$ cat config.mk
export PLATFORM = sky130hd
export DESIGN_NAME = e300_ctrl_core
export DESIGN_NICKNAME = d
export VERILOG_FILES = /design/src/rtl/e300_ctrl_pkg.sv /design/src/rtl/core_regs.sv /design/src/rtl/radio_ctrl.sv /design/src/rtl/spi_arbiter.sv /design/src/rtl/spi_engine.sv /design/src/rtl/e300_ctrl_core.sv
export VERILOG_INCLUDE_DIRS = /design/src /design/src/rtl
export SDC_FILE = /design/constraint.sdc
export NUM_CORES = 1
export LEC_CHECK = 0
export ABC_CLOCK_PERIOD_IN_PS = 2900
export BUFFER_PORTS_ARGS = -buffer_cell sky130_fd_sc_hd__buf_2
export CAP_MARGIN = 20
export CELL_PAD_IN_SITES_DETAIL_PLACEMENT = 1
export CELL_PAD_IN_SITES_GLOBAL_PLACEMENT = 1
export CORE_ASPECT_RATIO = 1.1
export CORE_UTILIZATION = 43
export DETAILED_ROUTE_END_ITERATION = 7
export PLACE_DENSITY_LB_ADDON = 0.1
export SLEW_MARGIN = 20
export SYNTH_ARGS = -nofsm -noshare
export SYNTH_HDL_FRONTEND = slang
export SYNTH_SLANG_ARGS = --single-unit
$ cat constraint.sdc
create_clock -name i_bus_clk -period 2.9 [get_ports i_bus_clk]
set_input_delay 0.58 -clock i_bus_clk [delete_from_list [all_inputs] [get_ports i_bus_clk]]
set_output_delay 0.58 -clock i_bus_clk [all_outputs]
set_load 0.01 [all_outputs]
$ cat src/rtl/e300_ctrl_consts.svh
/*
 * Register map, readback map and fixed values of the transceiver control plane.
 * Include wherever an address or reset value is decoded.
 */
`ifndef E300_CTRL_CONSTS_SVH
`define E300_CTRL_CONSTS_SVH

// global settings registers
`define SR_CORE_READBACK  8'd0
`define SR_CORE_MISC      8'd4
`define SR_CORE_TEST      8'd28

// radio windows, four words each
`define SR_RADIO0_BASE    8'd64
`define SR_RADIO1_BASE    8'd96
`define SR_RADIO_MISC     8'd0
`define SR_RADIO_LEDS     8'd1
`define SR_RADIO_GPIO     8'd2
`define SR_RADIO_SPI      8'd3

// readback select values
`define RB_CORE_MISC      8'd1
`define RB_CORE_COMPAT    8'd2
`define RB_CORE_PLL       8'd4
`define RB_RADIO0_SPI     8'd16
`define RB_RADIO1_SPI     8'd17
`define RB_CORE_TEST      8'd24

`define CORE_COMPAT_VALUE 32'hAC00FF00
`define RB_DEFAULT        32'hDEADBEEF
// internal pps selected out of reset
`define MISC_RESET        32'd2
// bus_clk cycles per sclk half period
`define SPI_CLKDIV        2

`endif

$ cat src/rtl/e300_ctrl_pkg.sv
/*
 * Shared types of the control plane: word widths, settings-bus beat,
 * SPI request/response records and the SPI engine states.
 */
package e300_ctrl_pkg;

  typedef logic [7:0]  set_addr_t;
  typedef logic [31:0] reg_word_t;
  typedef logic [15:0] spi_word_t;

  // one settings-bus write beat
  typedef struct packed {
    logic      stb;
    set_addr_t addr;
    reg_word_t data;
  } set_bus_t;

  // pending transfer from a radio
  typedef struct packed {
    logic      valid;
    spi_word_t wdata;
  } spi_req_t;

  // done is a single-cycle strobe
  typedef struct packed {
    logic      done;
    spi_word_t rdata;
  } spi_rsp_t;

  typedef enum logic [1:0] {
    idle,
    shift_lo,
    shift_hi,
    finish
  } spi_state_e;

endpackage

$ cat src/rtl/core_regs.sv
/*
 * Global settings registers, PLL lock synchronizer and the readback mux.
 * Sits on the shared settings bus next to the two radio blocks.
 */
`timescale 1ns/1ns
`include "e300_ctrl_consts.svh"

module core_regs
  import e300_ctrl_pkg::*;
(
  input  logic      i_bus_clk,
  input  logic      i_bus_rst,
  input  set_bus_t  i_set,
  input  logic [1:0] i_lock_signals,
  input  logic [3:0] i_tcxo_status,
  input  reg_word_t i_radio0_rb,
  input  reg_word_t i_radio1_rb,
  output logic [1:0] o_pps_select,
  output logic      o_mimo,
  output logic      o_codec_arst,
  output reg_word_t o_rb_data
);

  set_addr_t  rb_addr;
  reg_word_t  test_reg;
  reg_word_t  misc_reg;
  logic [1:0] lock_meta;
  logic [1:0] lock_sync;

  //////////////////////////////
  // settings registers
  //////////////////////////////

  always_ff @(posedge i_bus_clk) begin
    if (i_bus_rst) begin
      rb_addr  <= '0;
      test_reg <= '0;
      misc_reg <= `MISC_RESET;
    end else if (i_set.stb) begin
      case (i_set.addr)
        `SR_CORE_READBACK: rb_addr  <= i_set.data[7:0];
        `SR_CORE_TEST:     test_reg <= i_set.data;
        `SR_CORE_MISC:     misc_reg <= i_set.data;
        // other addresses belong to the radios or to nobody
        default: ;
      endcase
    end
  end

  assign o_pps_select = misc_reg[1:0];
  assign o_mimo       = misc_reg[2];
  assign o_codec_arst = misc_reg[3];

  //////////////////////////////
  // lock synchronizer
  //////////////////////////////

  // two flops, locks come from the converter clock domain
  always_ff @(posedge i_bus_clk) begin
    if (i_bus_rst) begin
      lock_meta <= '0;
      lock_sync <= '0;
    end else begin
      lock_meta <= i_lock_signals;
      lock_sync <= lock_meta;
    end
  end

  //////////////////////////////
  // readback mux
  //////////////////////////////

  always_comb begin
    case (rb_addr)
      `RB_CORE_MISC:   o_rb_data = {26'd0, i_tcxo_status, o_pps_select};
      `RB_CORE_COMPAT: o_rb_data = `CORE_COMPAT_VALUE;
      `RB_CORE_PLL:    o_rb_data = {30'd0, lock_sync};
      `RB_CORE_TEST:   o_rb_data = test_reg;
      `RB_RADIO0_SPI:  o_rb_data = i_radio0_rb;
      `RB_RADIO1_SPI:  o_rb_data = i_radio1_rb;
      default:         o_rb_data = `RB_DEFAULT;
    endcase
  end

endmodule

$ cat src/rtl/radio_ctrl.sv
/*
 * Per-radio control registers: band select, LEDs, daughterboard GPIO and
 * an SPI request slot. Instantiate once per radio with its base address.
 */
`timescale 1ns/1ns
`include "e300_ctrl_consts.svh"

module radio_ctrl
  import e300_ctrl_pkg::*;
#(
  parameter set_addr_t RADIO_BASE = `SR_RADIO0_BASE
) (
  input  logic        i_bus_clk,
  input  logic        i_bus_rst,
  input  set_bus_t    i_set,
  input  spi_rsp_t    i_spi_rsp,
  output spi_req_t    o_spi_req,
  output logic [9:0]  o_bandsel,
  output logic [2:0]  o_leds,
  output reg_word_t   o_db_gpio,
  output reg_word_t   o_rb_word
);

  set_addr_t offset;
  logic      hit;
  logic      req_valid;
  spi_word_t req_wdata;
  spi_word_t rx_word;

  // word offset inside this radio's window
  assign offset = i_set.addr - RADIO_BASE;
  assign hit    = i_set.stb && (offset < 8'd4);

  //////////////////////////////
  // front-end registers
  //////////////////////////////

  always_ff @(posedge i_bus_clk) begin
    if (i_bus_rst) begin
      o_bandsel <= '0;
      o_leds    <= '0;
      o_db_gpio <= '0;
    end else if (hit) begin
      case (offset)
        `SR_RADIO_MISC: o_bandsel <= i_set.data[9:0];
        `SR_RADIO_LEDS: o_leds    <= i_set.data[2:0];
        `SR_RADIO_GPIO: o_db_gpio <= i_set.data;
        default: ;
      endcase
    end
  end

  //////////////////////////////
  // spi request slot
  //////////////////////////////

  always_ff @(posedge i_bus_clk) begin
    if (i_bus_rst) begin
      req_valid <= 1'b0;
      rx_word   <= '0;
    end else if (i_spi_rsp.done) begin
      // transfer finished, slot free again
      req_valid <= 1'b0;
      rx_word   <= i_spi_rsp.rdata;
    end else if (hit && (offset == `SR_RADIO_SPI) && !req_valid) begin
      req_valid <= 1'b1;
    end
  end

  // word only captured into a free slot, a write while busy is lost
  always_ff @(posedge i_bus_clk) begin
    if (hit && (offset == `SR_RADIO_SPI) && !req_valid) begin
      req_wdata <= i_set.data[15:0];
    end
  end

  assign o_spi_req = '{valid: req_valid, wdata: req_wdata};

  // busy on top, last received word below
  assign o_rb_word = {req_valid, 15'd0, rx_word};

endmodule

$ cat src/rtl/spi_arbiter.sv
/*
 * Round-robin arbiter for the two radio SPI requests in front of the shared
 * engine. Holds the owner of the transfer in flight and returns done to it.
 */
`timescale 1ns/1ns

module spi_arbiter
  import e300_ctrl_pkg::*;
(
  input  logic      i_bus_clk,
  input  logic      i_bus_rst,
  input  spi_req_t  i_req0,
  input  spi_req_t  i_req1,
  input  logic      i_engine_idle,
  input  spi_rsp_t  i_rsp,
  output logic      o_grant,
  output spi_word_t o_grant_data,
  output spi_rsp_t  o_rsp0,
  output spi_rsp_t  o_rsp1
);

  logic last_winner;
  logic owner;
  logic in_flight;
  logic pick;

  // alternate on contention, otherwise take whoever asks
  assign pick = (i_req0.valid && i_req1.valid) ? ~last_winner : i_req1.valid;

  always_ff @(posedge i_bus_clk) begin
    if (i_bus_rst) begin
      o_grant     <= 1'b0;
      in_flight   <= 1'b0;
      owner       <= 1'b0;
      // radio 0 first after reset
      last_winner <= 1'b1;
    end else begin
      o_grant <= 1'b0;
      if (i_rsp.done) begin
        in_flight <= 1'b0;
      end else if (!in_flight && i_engine_idle && (i_req0.valid || i_req1.valid)) begin
        // granted request stays masked until its done comes back
        o_grant     <= 1'b1;
        in_flight   <= 1'b1;
        owner       <= pick;
        last_winner <= pick;
      end
    end
  end

  always_ff @(posedge i_bus_clk) begin
    if (!in_flight) begin
      o_grant_data <= pick ? i_req1.wdata : i_req0.wdata;
    end
  end

  // done goes only to the owner
  assign o_rsp0 = '{done: i_rsp.done && !owner, rdata: i_rsp.rdata};
  assign o_rsp1 = '{done: i_rsp.done && owner, rdata: i_rsp.rdata};

endmodule

$ cat src/rtl/spi_engine.sv
/*
 * Shared SPI master. Shifts one 16-bit word out MSB first and one word in,
 * then pulses done with the received word. Mode 0, sclk idles low.
 */
`timescale 1ns/1ns
`include "e300_ctrl_consts.svh"

module spi_engine
  import e300_ctrl_pkg::*;
(
  input  logic      i_bus_clk,
  input  logic      i_bus_rst,
  input  logic      i_grant,
  input  spi_word_t i_grant_data,
  input  logic      i_spi_miso,
  output logic      o_idle,
  output spi_rsp_t  o_rsp,
  output logic      o_spi_sen,
  output logic      o_spi_sclk,
  output logic      o_spi_mosi
);

  localparam int DIV   = `SPI_CLKDIV;
  localparam int CNT_W = (DIV > 1) ? $clog2(DIV) : 1;

  spi_state_e       state;
  logic [CNT_W-1:0] div_cnt;
  logic [3:0]       bit_cnt;
  spi_word_t        tx_shift;
  spi_word_t        rx_shift;
  logic             half_done;
  logic             done_q;

  assign half_done = (div_cnt == CNT_W'(DIV - 1));

  always_ff @(posedge i_bus_clk) begin
    if (i_bus_rst) begin
      state      <= idle;
      div_cnt    <= '0;
      bit_cnt    <= '0;
      o_spi_sen  <= 1'b1;
      o_spi_sclk <= 1'b0;
      o_spi_mosi <= 1'b0;
      done_q     <= 1'b0;
    end else begin
      done_q  <= 1'b0;
      div_cnt <= half_done ? '0 : div_cnt + 1'b1;
      case (state)
        idle: begin
          div_cnt <= '0;
          if (i_grant) begin
            bit_cnt    <= '0;
            o_spi_sen  <= 1'b0;
            o_spi_mosi <= i_grant_data[15];
            state      <= shift_lo;
          end
        end
        shift_lo: if (half_done) begin
          o_spi_sclk <= 1'b1;
          state      <= shift_hi;
        end
        shift_hi: if (half_done) begin
          // falling edge, next bit onto mosi
          o_spi_sclk <= 1'b0;
          if (bit_cnt == 4'd15) begin
            state <= finish;
          end else begin
            bit_cnt    <= bit_cnt + 1'b1;
            o_spi_mosi <= tx_shift[14];
            state      <= shift_lo;
          end
        end
        finish: begin
          o_spi_sen  <= 1'b1;
          o_spi_mosi <= 1'b0;
          done_q     <= 1'b1;
          state      <= idle;
        end
        default: state <= idle;
      endcase
    end
  end

  // data shifters
  always_ff @(posedge i_bus_clk) begin
    if (state == idle && i_grant) begin
      tx_shift <= i_grant_data;
    end else if (state == shift_hi && half_done) begin
      tx_shift <= {tx_shift[14:0], 1'b0};
    end
    if (state == shift_lo && half_done) begin
      rx_shift <= {rx_shift[14:0], i_spi_miso};
    end
  end

  assign o_rsp  = '{done: done_q, rdata: rx_shift};
  assign o_idle = (state == idle);

endmodule

$ cat src/rtl/e300_ctrl_core.sv
/*
 * Control-plane top: global registers, two radio blocks, the SPI arbiter
 * and the shared SPI engine. Wiring only.
 */
`timescale 1ns/1ns
`include "e300_ctrl_consts.svh"

module e300_ctrl_core
  import e300_ctrl_pkg::*;
(
  input  logic       i_bus_clk,
  input  logic       i_bus_rst,
  input  set_bus_t   i_set,
  input  logic [1:0] i_lock_signals,
  input  logic [3:0] i_tcxo_status,
  input  logic       i_spi_miso,
  output reg_word_t  o_rb_data,
  output logic [1:0] o_pps_select,
  output logic       o_mimo,
  output logic       o_codec_arst,
  output logic [2:0] o_tx_bandsel,
  output logic [6:0] o_rx1_bandsel,
  output logic [6:0] o_rx2_bandsel,
  output logic [2:0] o_leds0,
  output logic [2:0] o_leds1,
  output reg_word_t  o_db_gpio0,
  output reg_word_t  o_db_gpio1,
  output logic       o_spi_sen,
  output logic       o_spi_sclk,
  output logic       o_spi_mosi
);

  reg_word_t  radio0_rb, radio1_rb;
  logic [9:0] bandsel0, bandsel1;
  spi_req_t   req0, req1;
  spi_rsp_t   rsp0, rsp1, engine_rsp;
  logic       grant, engine_idle;
  spi_word_t  grant_data;

  core_regs core_regs_i (
    .i_bus_clk(i_bus_clk), .i_bus_rst(i_bus_rst), .i_set(i_set),
    .i_lock_signals(i_lock_signals), .i_tcxo_status(i_tcxo_status),
    .i_radio0_rb(radio0_rb), .i_radio1_rb(radio1_rb),
    .o_pps_select(o_pps_select), .o_mimo(o_mimo), .o_codec_arst(o_codec_arst),
    .o_rb_data(o_rb_data)
  );

  //////////////////////////////
  // radios
  //////////////////////////////

  radio_ctrl #(.RADIO_BASE(`SR_RADIO0_BASE)) radio0 (
    .i_bus_clk(i_bus_clk), .i_bus_rst(i_bus_rst), .i_set(i_set), .i_spi_rsp(rsp0),
    .o_spi_req(req0), .o_bandsel(bandsel0), .o_leds(o_leds0),
    .o_db_gpio(o_db_gpio0), .o_rb_word(radio0_rb)
  );

  radio_ctrl #(.RADIO_BASE(`SR_RADIO1_BASE)) radio1 (
    .i_bus_clk(i_bus_clk), .i_bus_rst(i_bus_rst), .i_set(i_set), .i_spi_rsp(rsp1),
    .o_spi_req(req1), .o_bandsel(bandsel1), .o_leds(o_leds1),
    .o_db_gpio(o_db_gpio1), .o_rb_word(radio1_rb)
  );

  // tx band select owned by radio 0
  assign o_tx_bandsel  = bandsel0[2:0];
  assign o_rx1_bandsel = bandsel0[9:3];
  assign o_rx2_bandsel = bandsel1[9:3];

  //////////////////////////////
  // shared spi
  //////////////////////////////

  spi_arbiter spi_arbiter_i (
    .i_bus_clk(i_bus_clk), .i_bus_rst(i_bus_rst), .i_req0(req0), .i_req1(req1),
    .i_engine_idle(engine_idle), .i_rsp(engine_rsp),
    .o_grant(grant), .o_grant_data(grant_data), .o_rsp0(rsp0), .o_rsp1(rsp1)
  );

  spi_engine spi_engine_i (
    .i_bus_clk(i_bus_clk), .i_bus_rst(i_bus_rst), .i_grant(grant),
    .i_grant_data(grant_data), .i_spi_miso(i_spi_miso),
    .o_idle(engine_idle), .o_rsp(engine_rsp),
    .o_spi_sen(o_spi_sen), .o_spi_sclk(o_spi_sclk), .o_spi_mosi(o_spi_mosi)
  );

endmodule

==> results.py <==
metrics = {
    "cts": {
        "cts_made_buffers": 27,
        "h-tree-depth": 1,
        "cts.sinks": 263,
        "clock_path_buffers": 3,
        "cts_tree": "done",
        "clk_latency_ns": 0.54,
        "root_buffer": "clkbuf_16",
        "clk_pin_slew_ns": 0.07,
    },
    "power_and_ir_drop": {
        "internal_power_mw": 5.71,
        "power_density_mw_per_mm2": 584,
        "p_switching_mw": 1.56,
        "p_seq_share_pct": 52.0,
        "ir_drop_uv": 387,
        "switching_share_pct": 21.4,
        "power_leakage_nw": 4.85,
        "p_comb_share_pct": 2.6,
        "clkPwrFrac_pct": 45.4,
    },
    "setup_path": {
        "critPathCaptureType": "output pin",
        "timing.rr.start": "spi_engine_i.state[1]$_SDFFE_PP0P_",
        "worst-path-max-fanout": 5,
        "crit_required_ns": 2.32,
        "worstSetupPathType": "flip-flop to output pin",
        "worstPathArrival_ns": 2.36,
        "timing.critical_path.from": "core_regs_i.rb_addr[2]$_SDFFE_PP0P_",
        "cp-start-kind": "flip-flop",
    },
    "finish": {
        "design_area_mm2": 0.0125,
        "drive_gt1_share_pct": 26.1,
        "final_common_cell": "nand2_1",
        "final_cell_mix": "299 x nand2_1, 180 x dfxtp_1, 166 x buf_2",
        "area_growth_pct": 22.6,
        "n_fill_cell": 2637,
        "finalNetCount": 1256,
    },
    "drt": {
        "totalWireLength_mm": 30.0,
        "ant_nets": 0,
        "vias_per_cell": 5.29,
        "drt_pre_antenna_iters": 4,
        "vias": 8070,
        "drtIter0Drc": 352,
        "wl_per_cell_um": 19.7,
        "route.detailed.drc": 0,
    },
    "sta": {
        "final_hold_viol_count": 0,
        "slew_headroom_pct": 41.7,
        "worst_slack_ns": -0.0379,
        "slew_viol_final": 0,
        "tightest_slew_ns": 0.875,
        "rsz0062_at_grt": "true",
        "setup_viol": 9,
        "layout_min_cycle_time_ns": 2.94,
        "fin_worst_skew_ns": 0.0106,
        "hold_slack_ns": 0.219,
        "max_freq_mhz": 340,
        "min_period_over_period_pct": 101,
    },
    "synthesis": {
        "yosys_most_used_dff": "dfxtp_1",
        "ys_warn_count": 0,
        "netlist_area_mm2": 0.0102,
        "syn_nets": 1088,
        "synth_cell_types": 50,
        "synth-edff-count": 79,
        "syn_inst": 1036,
        "yosysSeqAreaShare_pct": 59.6,
        "syn_avg_cell_area_um2": 9.80,
        "async_flop_share_pct": 0,
        "ys_seq_elements": 263,
    },
    "worst_hold_path": {
        "min_from": "i_spi_miso",
        "hold_class": "input pin to flip-flop",
    },
    "placement": {
        "port_buffers": 175,
        "gp_congestion": 0.847,
        "dp_hpwl_mm": 19.6,
        "place_area_mm2": 0.0113,
    },
    "global_routing": {
        "grt_pass1_wl_mm": 46.8,
        "grt_usage_pct": 25.1,
        "grt_start_max_net_pins": 90,
        "antenna_found_initial": 2,
        "grt_pass1_vias": 8254,
        "overflow": 0,
    },
    "job": {
        "max-cap-violations": 0,
    },
    "floorplan": {
        "dieArea_mm2": 0.0242,
        "io_pins": 176,
        "rows": 58,
        "design.core.area_mm2": 0.0230,
        "die_h_um": 163,
        "die-width_um": 149,
        "initial_core_util_pct": 44.2,
    },
    "run_status": {
        "status": "finished, violations left",
        "violations": "negative setup slack",
    },
}
[metal layers]
| metal | GRT usage [%] | vias to the layer above | wire, um |
|---|---|---|---|
| li1 | - | 3863 | - |
| met1 | 31.8 | 3976 | 13300 |
| met2 | 43.4 | 182 | 14500 |
| met3 | 4.02 | 49 | 1330 |
| met4 | 8.39 | 0 | 875 |
| met5 | 0 | - | 0 |
[timing repair]
item / CTS / global route
cloned: 3 / 0
setup buffers: 7 / 1
gates resized for setup: 34 / 21
endpoints found under the setup margin: 32 / 32
pin swaps: 9 / 8
hold buffers: 0 / 0
[cell families (layout without fill, tap and decap cells)]
group / after synthesis / after routing / synth area share (%)
XOR/XNOR: 2 / 2 / 0.172
flip-flops: 263 / 263 / 59.6
multiplexers: 80 / 80 / 8.25
other: 0 / 1 / 0
AO/OA/AOI/OAI: 171 / 171 / 9.47
AND/OR/NAND/NOR: 439 / 439 / 18.9
adder cells (fa/ha/maj): 2 / 2 / 0.246
buffers and inverters: 79 / 267 / 3.30
[final cells by class]
type	instances	area [um2]	share of cell area, %
tap	300	375	3.01
multi-input combinational	694	3880	31.1
inverter	7	26.3	0.211
timing repair buffer	211	1280	10.3
clock inverter	10	75.1	0.603
sequential	263	6070	48.7
clock buffer	39	751	6.03
antenna	1	2.50	0.0201
[worst max-delay path, cell delays in order, from the launching register on]
cell	delay [ns]
dfxtp_4	0.36
or2_4	0.25
or4b_4	0.49
a31oi_4	0.30
buf_6	0.21
nand3_2	0.08
buf_6	0.13
[synthesized netlist by cell type, types with 2 or more instances]
cell type / number / area share [%]
nand3_2: 2 / 0.20
and2_1: 7 / 0.43
nor3_2: 2 / 0.20
o211ai_1: 3 / 0.22
o21ai_0: 6 / 0.30
inv_1: 7 / 0.26
a311oi_1: 2 / 0.17
clkbuf_1: 52 / 1.9
edfxtp_1: 79 / 23
ha_1: 2 / 0.25
mux2_2: 30 / 3.3
mux2i_1: 50 / 4.9
nand2_1: 304 / 11
and4_1: 5 / 0.43
or4b_2: 2 / 0.20
buf_6: 3 / 0.33
a211oi_1: 7 / 0.52
and3b_1: 2 / 0.17
or3_1: 4 / 0.25
nor3_1: 10 / 0.49
nand4_1: 10 / 0.62
buf_2: 13 / 0.64
nand4b_1: 4 / 0.34
nand3_1: 6 / 0.30
or4b_4: 2 / 0.27
and3_1: 4 / 0.25
a21oi_1: 141 / 6.9
nor2_1: 54 / 2.0
dfxtp_1: 184 / 36
nor3b_1: 2 / 0.15
nand3b_1: 4 / 0.30
a22oi_1: 5 / 0.37
nor2b_1: 8 / 0.49
buf_1: 4 / 0.15
[worst paths after layout]
path	cells after the start	slack (ns)	to
worst max-delay path	6	-0.04	o_rb_data[5]
worst min-delay path	1	0.22	spi_engine_i.rx_shift[0]$_DFFE_PP_
worst max register to register	3	1.00	spi_engine_i.tx_shift[14]$_DFFE_PP_
worst min register to register	2	0.45	radio0.o_db_gpio[18]$_SDFFE_PP0P_
[power groups by stage]
stage	clock (mW)	combinational (mW)	sequential, mW
after global placement	0	0.185	3.87
after detailed placement	0	0.186	3.87
after global routing	3.51	0.202	3.78
final	3.30	0.188	3.78
after floorplan	0	0.0716	3.87
after CTS	3.37	0.189	3.78
[through the flow]
| stage | instances | util [%] | setup TNS, ns | total power, mW | setup WS [ns] |
|---|---|---|---|---|---|
| 2_1_floorplan | 1036 | - | 0 | 3.94 | 0.568 |
| 3_3_place_gp | 1464 | 49.3 | 0 | 4.05 | 0.288 |
| 3_5_place_dp | 1464 | 49.3 | 0 | 4.05 | 0.269 |
| 4_1_cts | 1523 | 53.8 | -0.333 | 7.35 | -0.0340 |
| 5_1_grt | 1525 | 54.1 | -0.996 | 7.49 | -0.0861 |
| 6_report | 1525 | 54.1 | -0.158 | 7.27 | -0.0379 |
Power figures use the tool's default switching activity.
